[config.mk]
export PLATFORM = sky130hd
export DESIGN_NAME = core
export DESIGN_NICKNAME = d
export VERILOG_FILES = /design/src/verilog/rv_pkg.sv /design/src/verilog/decode.sv /design/src/verilog/controller.sv /design/src/verilog/pc_unit.sv /design/src/verilog/regfile.sv /design/src/verilog/alu.sv /design/src/verilog/load_store.sv /design/src/verilog/core.sv
export SDC_FILE = /design/constraint.sdc
export NUM_CORES = 2
export LEC_CHECK = 0
export ABC_CLOCK_PERIOD_IN_PS = 10400
export BUFFER_PORTS_ARGS = -buffer_cell sky130_fd_sc_hd__buf_2
export CAP_MARGIN = 20
export CORE_MARGIN = 2
export CORE_UTILIZATION = 55
export DETAILED_ROUTE_END_ITERATION = 6
export PLACE_DENSITY = 0.82
export SLEW_MARGIN = 20
export SYNTH_ARGS = -nofsm -noshare
export SYNTH_HDL_FRONTEND = slang
export SYNTH_SLANG_ARGS = --single-unit
export TNS_END_PERCENT = 5
[constraint.sdc]
create_clock -name CLK -period 10.4 [get_ports CLK]
set_input_delay 1.04 -clock CLK [delete_from_list [all_inputs] [get_ports CLK]]
set_output_delay 1.04 -clock CLK [all_outputs]
set_load 0.01 [all_outputs]
[src/verilog/rv_pkg.sv]
package rv_pkg;

  typedef logic [31:0] word_t;    // data or address word
  typedef logic [4:0]  reg_idx_t; // register index x0..x31
  typedef logic [6:0]  opcode_t;  // major opcode, instr[6:0]
  typedef logic [2:0]  funct3_t;  // minor opcode, instr[14:12]
  typedef logic [1:0]  size_t;    // store_size code on the data port

  // major opcodes of the base integer set
  localparam opcode_t op_lui    = 7'b0110111;
  localparam opcode_t op_auipc  = 7'b0010111;
  localparam opcode_t op_jal    = 7'b1101111;
  localparam opcode_t op_jalr   = 7'b1100111;
  localparam opcode_t op_branch = 7'b1100011;
  localparam opcode_t op_load   = 7'b0000011;
  localparam opcode_t op_store  = 7'b0100011;
  localparam opcode_t op_imm    = 7'b0010011;
  localparam opcode_t op_reg    = 7'b0110011;

  // store_size encodings, 11 means the port reads
  localparam size_t sz_byte = 2'b00;
  localparam size_t sz_half = 2'b01;
  localparam size_t sz_word = 2'b10;
  localparam size_t sz_read = 2'b11;

  // writeback source select
  localparam logic [1:0] wd_alu = 2'b00; // alu result
  localparam logic [1:0] wd_mem = 2'b01; // extended load data
  localparam logic [1:0] wd_pc4 = 2'b10; // link address
  localparam logic [1:0] wd_imm = 2'b11; // upper immediate for lui

  typedef enum logic [3:0] {
    alu_add,
    alu_sub,
    alu_sll,
    alu_slt,
    alu_sltu,
    alu_xor,
    alu_srl,
    alu_sra,
    alu_or,
    alu_and
  } alu_op_e;

  typedef enum logic [1:0] {
    s_fetch, // latch instruction
    s_exec,  // alu, branch decision, most writebacks
    s_mem,   // data port access, stretched by stall_mem
    s_wb     // load writeback
  } ctrl_state_e;

endpackage

[src/verilog/decode.sv]
module decode import rv_pkg::*; (
  input  word_t    instr,
  output opcode_t  op,
  output funct3_t  funct3,
  output logic     funct7_b5,
  output reg_idx_t rd,
  output reg_idx_t rs1,
  output reg_idx_t rs2,
  output word_t    imm
);

  // fixed field positions, same for every format
  assign op        = instr[6:0];
  assign rd        = instr[11:7];
  assign funct3    = instr[14:12];
  assign rs1       = instr[19:15];
  assign rs2       = instr[24:20];
  assign funct7_b5 = instr[30]; // sub / sra select

  // immediate per format, sign always from instr[31]
  always_comb begin
    case (op)
      op_store: begin // S
        imm = {{21{instr[31]}}, instr[30:25], instr[11:7]};
      end
      op_branch: begin // B, bit 0 implied zero
        imm = {{20{instr[31]}}, instr[7], instr[30:25], instr[11:8], 1'b0};
      end
      op_lui, op_auipc: begin // U
        imm = {instr[31:12], 12'b0};
      end
      op_jal: begin // J
        imm = {{12{instr[31]}}, instr[19:12], instr[20], instr[30:21], 1'b0};
      end
      default: begin
        // I format covers jalr, loads and alu immediates
        imm = {{21{instr[31]}}, instr[30:20]};
      end
    endcase
  end

endmodule

[src/verilog/controller.sv]
module controller import rv_pkg::*; (
  input  logic        CLK,
  input  logic        rst_n,
  input  opcode_t     op,
  input  funct3_t     funct3,
  input  logic        funct7_b5,
  input  logic        branch_taken,
  input  logic        stall_mem,
  output logic        ir_load,
  output logic        reg_we,
  output logic        pc_load,
  output logic        memory_en,
  output logic        alu_b_sel,
  output logic        retire,
  output logic        pc_target_sel,
  output logic [1:0]  wd_sel,
  output alu_op_e     alu_op,
  output size_t       store_size
);

  ctrl_state_e state, state_nxt;

  logic is_mem;  // load or store, goes through s_mem
  logic writes;  // non-memory instruction with a destination register

  assign is_mem = (op == op_load) || (op == op_store);
  assign writes = (op == op_lui) || (op == op_auipc) || (op == op_jal) ||
                  (op == op_jalr) || (op == op_imm) || (op == op_reg);

  always_ff @(posedge CLK) begin
    if (!rst_n) begin
      state <= s_fetch;
    end else begin
      state <= state_nxt;
    end
  end

  always_comb begin
    state_nxt = state;
    case (state)
      s_fetch: state_nxt = s_exec;
      s_exec:  state_nxt = is_mem ? s_mem : s_fetch;
      s_mem: begin
        if (!stall_mem) begin // access done this cycle
          state_nxt = (op == op_load) ? s_wb : s_fetch;
        end
      end
      default: state_nxt = s_fetch; // s_wb
    endcase
  end

  // enables per state
  always_comb begin
    ir_load = 1'b0;
    reg_we  = 1'b0;
    pc_load = 1'b0;
    retire  = 1'b0;
    case (state)
      s_fetch: ir_load = 1'b1;
      s_exec: begin
        if (!is_mem) begin // unknown opcodes retire as no-ops
          reg_we  = writes;
          pc_load = 1'b1;
          retire  = 1'b1;
        end
      end
      s_mem: begin
        if (!stall_mem && op == op_store) begin
          pc_load = 1'b1;
          retire  = 1'b1;
        end
      end
      default: begin // s_wb, load result goes in
        reg_we  = 1'b1;
        pc_load = 1'b1;
        retire  = 1'b1;
      end
    endcase
  end

  assign memory_en  = (state == s_mem);
  assign store_size = (state == s_mem && op == op_store) ? size_t'(funct3[1:0]) : sz_read;

  // target only for taken branches and jumps, else pc + 4
  assign pc_target_sel = (op == op_jal) || (op == op_jalr) ||
                         ((op == op_branch) && branch_taken);

  assign alu_b_sel = (op != op_reg) && (op != op_branch); // imm operand

  always_comb begin
    case (op)
      op_lui:          wd_sel = wd_imm;
      op_jal, op_jalr: wd_sel = wd_pc4;
      op_load:         wd_sel = wd_mem;
      default:         wd_sel = wd_alu;
    endcase
  end

  // alu operation from funct3, funct7 bit 5 only for sub and sra
  always_comb begin
    alu_op = alu_add; // address and target math
    if (op == op_reg || op == op_imm) begin
      case (funct3)
        3'b000:  alu_op = (op == op_reg && funct7_b5) ? alu_sub : alu_add;
        3'b001:  alu_op = alu_sll;
        3'b010:  alu_op = alu_slt;
        3'b011:  alu_op = alu_sltu;
        3'b100:  alu_op = alu_xor;
        3'b101:  alu_op = funct7_b5 ? alu_sra : alu_srl;
        3'b110:  alu_op = alu_or;
        default: alu_op = alu_and;
      endcase
    end
  end

endmodule

[src/verilog/pc_unit.sv]
module pc_unit import rv_pkg::*; #(
  parameter word_t RESET_VECTOR = 32'h0000_0000
) (
  input  logic  CLK,
  input  logic  rst_n,
  input  logic  pc_load,
  input  logic  pc_target_sel,
  input  word_t target,
  output word_t pc,
  output word_t pc_plus4
);

  assign pc_plus4 = pc + 32'd4; // sequential step, also the link value

  always_ff @(posedge CLK) begin
    if (!rst_n) begin
      pc <= RESET_VECTOR;
    end else if (pc_load) begin
      if (pc_target_sel) begin
        pc <= {target[31:1], 1'b0}; // jalr may produce an odd target
      end else begin
        pc <= pc_plus4;
      end
    end
  end

endmodule

[src/verilog/regfile.sv]
module regfile import rv_pkg::*; (
  input  logic     CLK,
  input  logic     we,
  input  reg_idx_t wa,
  input  reg_idx_t ra1,
  input  reg_idx_t ra2,
  input  word_t    wd,
  output word_t    rd1,
  output word_t    rd2
);

  word_t regs [32]; // entry 0 never written

  always_ff @(posedge CLK) begin
    if (we && wa != 5'd0) begin // writes to x0 dropped
      regs[wa] <= wd;
    end
  end

  // combinational reads, x0 forced to zero
  assign rd1 = (ra1 == 5'd0) ? 32'd0 : regs[ra1];
  assign rd2 = (ra2 == 5'd0) ? 32'd0 : regs[ra2];

endmodule

[src/verilog/alu.sv]
module alu import rv_pkg::*; (
  input  word_t   a,
  input  word_t   b,
  input  alu_op_e alu_op,
  input  funct3_t funct3,
  output word_t   result,
  output logic    branch_taken
);

  logic [4:0] shamt;
  logic       lt_s; // signed a < b
  logic       lt_u; // unsigned a < b

  assign shamt = b[4:0]; // only low five bits shift
  assign lt_s  = $signed(a) < $signed(b);
  assign lt_u  = a < b;

  always_comb begin
    case (alu_op)
      alu_add:  result = a + b;
      alu_sub:  result = a - b;
      alu_sll:  result = a << shamt;
      alu_slt:  result = {31'd0, lt_s};
      alu_sltu: result = {31'd0, lt_u};
      alu_xor:  result = a ^ b;
      alu_srl:  result = a >> shamt;
      alu_sra:  result = word_t'($signed(a) >>> shamt);
      alu_or:   result = a | b;
      default:  result = a & b; // alu_and
    endcase
  end

  // branch condition on rs1 / rs2, funct3 of the branch
  always_comb begin
    case (funct3)
      3'b000:  branch_taken = (a == b); // beq
      3'b001:  branch_taken = (a != b); // bne
      3'b100:  branch_taken = lt_s;     // blt
      3'b101:  branch_taken = !lt_s;    // bge
      3'b110:  branch_taken = lt_u;     // bltu
      3'b111:  branch_taken = !lt_u;    // bgeu
      default: branch_taken = 1'b0;     // reserved encodings fall through
    endcase
  end

endmodule

[src/verilog/load_store.sv]
module load_store import rv_pkg::*; (
  input  logic    CLK,
  input  funct3_t funct3,
  input  logic    load_capture,
  input  word_t   rd2,
  input  word_t   mem_read_data,
  output word_t   load_data,
  output word_t   mem_write_data
);

  word_t read_q; // raw read word, held for s_wb

  always_ff @(posedge CLK) begin
    if (load_capture) begin
      read_q <= mem_read_data; // addressed bytes already in the low bits
    end
  end

  // extend by load width, funct3[2] means unsigned
  always_comb begin
    case (funct3)
      3'b000:  load_data = {{24{read_q[7]}}, read_q[7:0]};   // lb
      3'b001:  load_data = {{16{read_q[15]}}, read_q[15:0]}; // lh
      3'b100:  load_data = {24'd0, read_q[7:0]};             // lbu
      3'b101:  load_data = {16'd0, read_q[15:0]};            // lhu
      default: load_data = read_q;                           // lw
    endcase
  end

  // store data cut to size, upper bytes zero
  always_comb begin
    case (size_t'(funct3[1:0]))
      sz_byte: mem_write_data = {24'd0, rd2[7:0]};
      sz_half: mem_write_data = {16'd0, rd2[15:0]};
      sz_word: mem_write_data = rd2;
      default: mem_write_data = rd2; // not a valid store width
    endcase
  end

endmodule

[src/verilog/core.sv]
module core import rv_pkg::*; #(
  parameter word_t RESET_VECTOR = 32'h0000_0000
) (
  input  logic  CLK,
  input  logic  rst_n,
  output word_t instr_addr,
  input  word_t instr_fetch,
  output logic  memory_en,
  output size_t store_size,
  output word_t mem_addr,
  output word_t mem_write_data,
  input  word_t mem_read_data,
  input  logic  stall_mem,
  output logic  retire
);

  word_t    ir;               // instruction register
  opcode_t  op;
  funct3_t  funct3;
  logic     funct7_b5;
  reg_idx_t rd, rs1, rs2;
  word_t    imm, rd1, rd2;
  word_t    pc, pc_plus4, pc_target, branch_target;
  word_t    alu_a, alu_b, alu_result, load_data, wd;
  alu_op_e  alu_op;
  logic     ir_load, reg_we, pc_load, alu_b_sel, pc_target_sel, branch_taken;
  logic     load_capture;
  logic [1:0] wd_sel;

  always_ff @(posedge CLK) begin
    if (ir_load) begin
      ir <= instr_fetch; // fetch is combinational on instr_addr
    end
  end

  decode u_decode (
    .instr(ir), .op(op), .funct3(funct3), .funct7_b5(funct7_b5),
    .rd(rd), .rs1(rs1), .rs2(rs2), .imm(imm)
  );

  controller u_controller (
    .CLK(CLK), .rst_n(rst_n), .op(op), .funct3(funct3), .funct7_b5(funct7_b5),
    .branch_taken(branch_taken), .stall_mem(stall_mem), .ir_load(ir_load),
    .reg_we(reg_we), .pc_load(pc_load), .memory_en(memory_en),
    .alu_b_sel(alu_b_sel), .retire(retire), .pc_target_sel(pc_target_sel),
    .wd_sel(wd_sel), .alu_op(alu_op), .store_size(store_size)
  );

  pc_unit #(.RESET_VECTOR(RESET_VECTOR)) u_pc_unit (
    .CLK(CLK), .rst_n(rst_n), .pc_load(pc_load), .pc_target_sel(pc_target_sel),
    .target(pc_target), .pc(pc), .pc_plus4(pc_plus4)
  );

  regfile u_regfile (
    .CLK(CLK), .we(reg_we), .wa(rd), .ra1(rs1), .ra2(rs2), .wd(wd),
    .rd1(rd1), .rd2(rd2)
  );

  // operand a is pc for auipc and jal, rs1 otherwise
  assign alu_a = (op == op_auipc || op == op_jal) ? pc : rd1;
  assign alu_b = alu_b_sel ? imm : rd2;

  alu u_alu (
    .a(alu_a), .b(alu_b), .alu_op(alu_op), .funct3(funct3),
    .result(alu_result), .branch_taken(branch_taken)
  );

  // branches compare rs1 and rs2 in the alu, so the offset add sits here
  assign branch_target = pc + imm;
  assign pc_target     = (op == op_branch) ? branch_target : alu_result;

  assign instr_addr   = pc;
  assign mem_addr     = alu_result;             // rs1 + offset during s_mem
  assign load_capture = memory_en & ~stall_mem; // completing cycle of the access

  load_store u_load_store (
    .CLK(CLK), .funct3(funct3), .load_capture(load_capture), .rd2(rd2),
    .mem_read_data(mem_read_data), .load_data(load_data),
    .mem_write_data(mem_write_data)
  );

  always_comb begin
    case (wd_sel)
      wd_mem:  wd = load_data;
      wd_pc4:  wd = pc_plus4; // pc not yet updated when the link is written
      wd_imm:  wd = imm;
      default: wd = alu_result;
    endcase
  end

endmodule

Yosys cells after proc, flatten, opt, wreduce, memory -nomap -nowiden:

Memory sizes are Yosys's and may differ from the RTL's. A register that Yosys moved wholly into a read port is not among the register bits.
Cells that the tools add are included.

* equality and inequality tests: 35
* shift-type cells: 3
* muxes and demuxes: 32
* bitwise logic cells: 5
* $lt $le $gt $ge: 2
* $add $sub $neg: 4
* reductions and logical operators: 29

Operators by type and width (count)
* one-hot mux 32 bit (9 select lines): 1
* two-way mux 32 bit: 6
* one-hot mux 32 bit (4 select lines): 1
* one-hot mux 31 bit (4 select lines): 1
* one-hot mux 32 bit (3 select lines): 1
* adder 32 bit: 2
* < comparator 32 bit: 2
* one-hot mux 32 bit (2 select lines): 1
* adder 32 x 3 -> 32 bit, second input constant: 1
* bitwise AND 32 bit: 1
* == test 32 bit: 1
* != test 32 bit: 1
* bitwise OR 32 bit: 1
* << shifter 32 x 5 -> 32 bit: 1
* >> shifter 32 x 5 -> 32 bit: 1
* >>> shifter 32 x 5 -> 32 bit: 1
* subtractor 32 bit: 1
* bitwise XOR 32 bit: 1
* one-hot mux 4 bit (7 select lines): 1
* == test 7 x 6 -> 1 bit, second input constant: 3
* == test 7 bit, second input constant: 3
* == test 4 x 3 -> 1 bit, second input constant: 4
* == test 7 x 5 -> 1 bit, second input constant: 2
* == test 3 bit, second input constant: 4
* other kinds (30): 68

* memories: 1
* bits in writable memories: 1024
* flip-flop bits (word level): 98

Memory list
* u_regfile.regs: depth 32, width 32, read ports 2, clocked after memory_dff 2, wr ports 1, line regfile.sv:12 `word_t regs [32];`

Depth between registers and ports, before layout:

* depth after elaboration: 11
* depth in mapped cells: 30
* depth with buffers taken out: 21

Hierarchy:

Synthesis repeated with hierarchy kept, for this count alone.

* cell total of the unflattened synthesis: 4866
* area, all modules: 66013.3 um^2

Modules (own cells, without submodules)
* regfile: instances 1, seq. area each 30749.5 um^2, area each 47929.7 um^2, cells an instance 2564
* alu: instances 1, seq. area each 0.0 um^2, area each 8677.1 um^2, cells an instance 1311
* core: instances 1, seq. area each 960.9 um^2, area each 4430.5 um^2, cells an instance 430
* pc_unit: instances 1, seq. area each 620.6 um^2, area each 2466.1 um^2, cells an instance 309
* load_store: instances 1, seq. area each 960.9 um^2, area each 1565.3 um^2, cells an instance 125
* decode: instances 1, seq. area each 0.0 um^2, area each 588.1 um^2, cells an instance 76
* controller: instances 1, seq. area each 40.0 um^2, area each 356.6 um^2, cells an instance 51

Worst setup path after synthesis:

Ideal clock, no wire load.

* path kind: reg-to-reg
* start point: reg with a tool-made name
* end point: mem u_regfile.regs[0][28] (netlist name) (data pin)
* arrival time: 7.303 ns
* required time: 9.933 ns
* cell stages (with the launch flop): 28
* path slack: 2.629 ns
* cells stage by stage: dfxtp_1 buf_6 buf_6 buf_6 buf_2 clkbuf_1 buf_1 mux4_2 mux4_2 mux2i_1 nor2_1 nand2_1 a21boi_0 ha_1 clkbuf_1 nor3_1 o21ai_0 o211a_1 o31ai_1 a21o_1 a32oi_1 o21a_1 o31ai_1 xnor2_1 nor2_1 o41a_1 nor2_1 a211oi_1

RTL lines (line)
* end: declaration: regfile.sv:12

Final worst setup path:

* start point: reg ir[3]
* end point: out mem_addr[31]

* cells in the longest elaborated chain, start to end: 7
* elaborated cells on any way between the ends: 38

RTL lines
* start: declaration: line core.sv:17 `word_t ir;`
* start signal: assignment: line core.sv:32 `ir <= instr_fetch;`
* parallel branches: the longest is 6 deep, another holds subtractor 32 bit
* one-hot mux 32 bit (9 select lines) *: line alu.sv:19 `case (alu_op)`
* end: declaration: line core.sv:10 `output word_t mem_addr,`

Every way passes the cells marked *.

==> run metrics <==
cell taking the most area after synthesis=edfxtp_1; dpl cell area=67,600 sq um; Async S/R FF share, synth=0; Setup-failing EPs final=0; drt wl/cell=42.8 um; Max clock buf depth=3; Remaining Overflow, GRT=0; #FFs+latches synth=1,131; setup_tns=0 ps; die height=347 um; max_cap viols=0; period utilization=0.927; CP Data Arrival Time=8600 ps; post-synth cell types=113; starting density of the core=0.556; kind of critical path=reg2out; crit path max fanout=29; RSZ-0062 raised after global routing=no; first-pass GRT wire length=375,000 um; most frequent cell after synthesis=edfxtp_1; GRT Overall Usage=0.445; Post-CTS Resized=0; Worst Max-Slew Pin Slew=1180 ps; worst rel slew slack=0.190; PortBufs=165; clock sinks=1,131; WP data required=9360 ps; Post-Syn Area=64,800 sq um; # hold bufs at CTS=0; H-tree Lvls=3; Final Hold Vio Count=0; Core Box Area=117,000 sq um; Clk pin slew, worst setup/hold paths=70 ps; drt pass-1 iters=7; filler instances=8,292; PwrDens=199 nW/um^2; Final Skew=42.5 ps; root buffer cell=clkbuf_16; fmax=0.104 GHz; cell area after layout=71,300 sq um; failing checks=DRC; Leakage Power=24.6 nW; largest net degree at the start of global routing=83; Peak VDD IR=0.170 mV; Vias=50,300; CTS buffer count=113; Mapped Avg Cell Area=14.1 sq um; CTS tree=built; I/O pins=167; top_reg_cell synth=edfxtp_1; dominant cells by area after synthesis=edfxtp_1, mux4_2, mux2i_1; FP Rows=125; Total Wirelength=270,000 um; top cells by count, synth=edfxtp_1, mux4_2, nor2_1; nets=4,890; Synth Instances=4,583; sequential area share after synthesis=0.518; Critical Path Source Type=flip-flop; Slew Limit Fails=0; Post-synth EDFFs=1,088; hpwl dp=173,000 um; run status=complete, but fails checks; Worst setup EP type=output pin; HP Class=in2reg; post-route ant nets=0; Syn. warnings=0; worst skew pair latency=790 ps; DIE WIDTH=347 um; Setup Fix Bufs, Post-CTS=0; initial DRC count=9,382; shortest period the worst path allows=9640 ps; DIE AREA=121,000 sq um; Remaining DRCs=1; vias in the first global route=48,900; Area Growth Syn to Fin=10.1%; vias per cell=7.96; initial antenna violation count=23; layout cell share with drive strength beyond 1=0.249; GP Congestion=1.12; top cell type's share of synthesized area=0.504
==> per-layer routing <==
metal	part of all wire	vias up	track usage
met5	0.0010	-	0.00800
met3	0.16	1339	0.167
met1	0.32	24800	0.543
met4	0.085	22	0.297
li1	-	18800	-
met2	0.44	5328	0.660
==> metrics by stage <==
step | utilization | total power, mW | worst slack (ps) | hold WS [ps] | std cells
2_1_floorplan | - | 8.29 | 2630 | 490 | 4616
3_5_place_dp | 0.580 | 9.85 | 1780 | 567 | 6100
4_1_cts | 0.611 | 14.0 | 953 | 407 | 6310
6_report | 0.612 | 14.2 | 759 | 426 | 6319
5_1_grt | 0.612 | 14.5 | 626 | 418 | 6314
3_3_place_gp | 0.580 | 9.78 | 1770 | 576 | 6100
==> cells by family after synthesis <==
kind of cell | synth area share
muxes | 0.242
xor gates and xnor gates | 0.00879
adders and majority gates | 0.0256
and+or+nand+nor | 0.0629
other | 0.0000579
DFF | 0.518
buffers and inverters | 0.0371
AOI/OAI and AO/OA | 0.106
==> state kept, by name, indices dropped and copies added, names as in the netlist, named ones only <==
name                 flops
u_load_store.read_q     32
u_pc_unit.pc            31
u_controller.state       2
ir                      32
u_regfile.regs        1024
==> cell usage in the layout (no fill, tap or decap), drive strengths merged, types with 43 or more instances in the layout <==
cell	n
nor2	341
inv	156
o21ai	165
buf	323
dfxtp	43
nor3	62
mux2i	261
edfxtp	1088
mux4	556
a21oi	244
a22oi	93
ha	128
mux2	43
clkinv	57
a211oi	69
nor2b	46
a21o	44
clkbuf	138
nand2	209
nand3	55
==> critical path, cell delays in order, from the launching register on <==
cell	delay, ps
edfxtp_1	440
nand4bb_1	360
nor2_1	760
a21o_1	620
and4_4	350
a221oi_4	40
buf_4	230
inv_2	60
buf_4	400
ha_1	400
nor2b_1	200
o211ai_1	160
a2111o_1	490
a2111oi_1	540
buf_4	220
nor2_1	70
o311ai_0	970
a211oi_1	210
o41ai_1	380
xnor2_1	170
nand2_1	70
a31oi_1	460
buf_2	220
==> worst paths after layout <==
check                    start                 endpoint  slack [ps]  depth (start not counted)
max                      ir[3]             mem_addr[31]         760                         22
min          mem_read_data[29]  u_load_store.read_q[29]         430                          1
max reg2reg          flip-flop         u_pc_unit.pc[29]        1420                         23
min reg2reg             ir[19]                flip-flop         600                          1
==> report_power, final <==
part           internal [mW]  switching (mW)  leakage [nW]
registers               5.71           0.140          10.2
logic                   1.31            2.87          12.6
clock network           2.26            1.90          1.78
==> layout make-up <==
| type | count | area, sq um | share of cell area |
|---|---|---|---|
| Inverter | 153 | 582 | 0.00816 |
| Antenna cell | 8 | 20.0 | 0.000281 |
| Timing Repair Buffer | 323 | 2130 | 0.0299 |
| Clock buffer | 138 | 2920 | 0.0410 |
| Clock inverter | 72 | 752 | 0.0105 |
| Sequential cell | 1131 | 33600 | 0.471 |
| Multi-Input combinational cell | 2970 | 29500 | 0.413 |
| Tap cell | 1524 | 1910 | 0.0267 |
(Power assumes the default switching activity.)
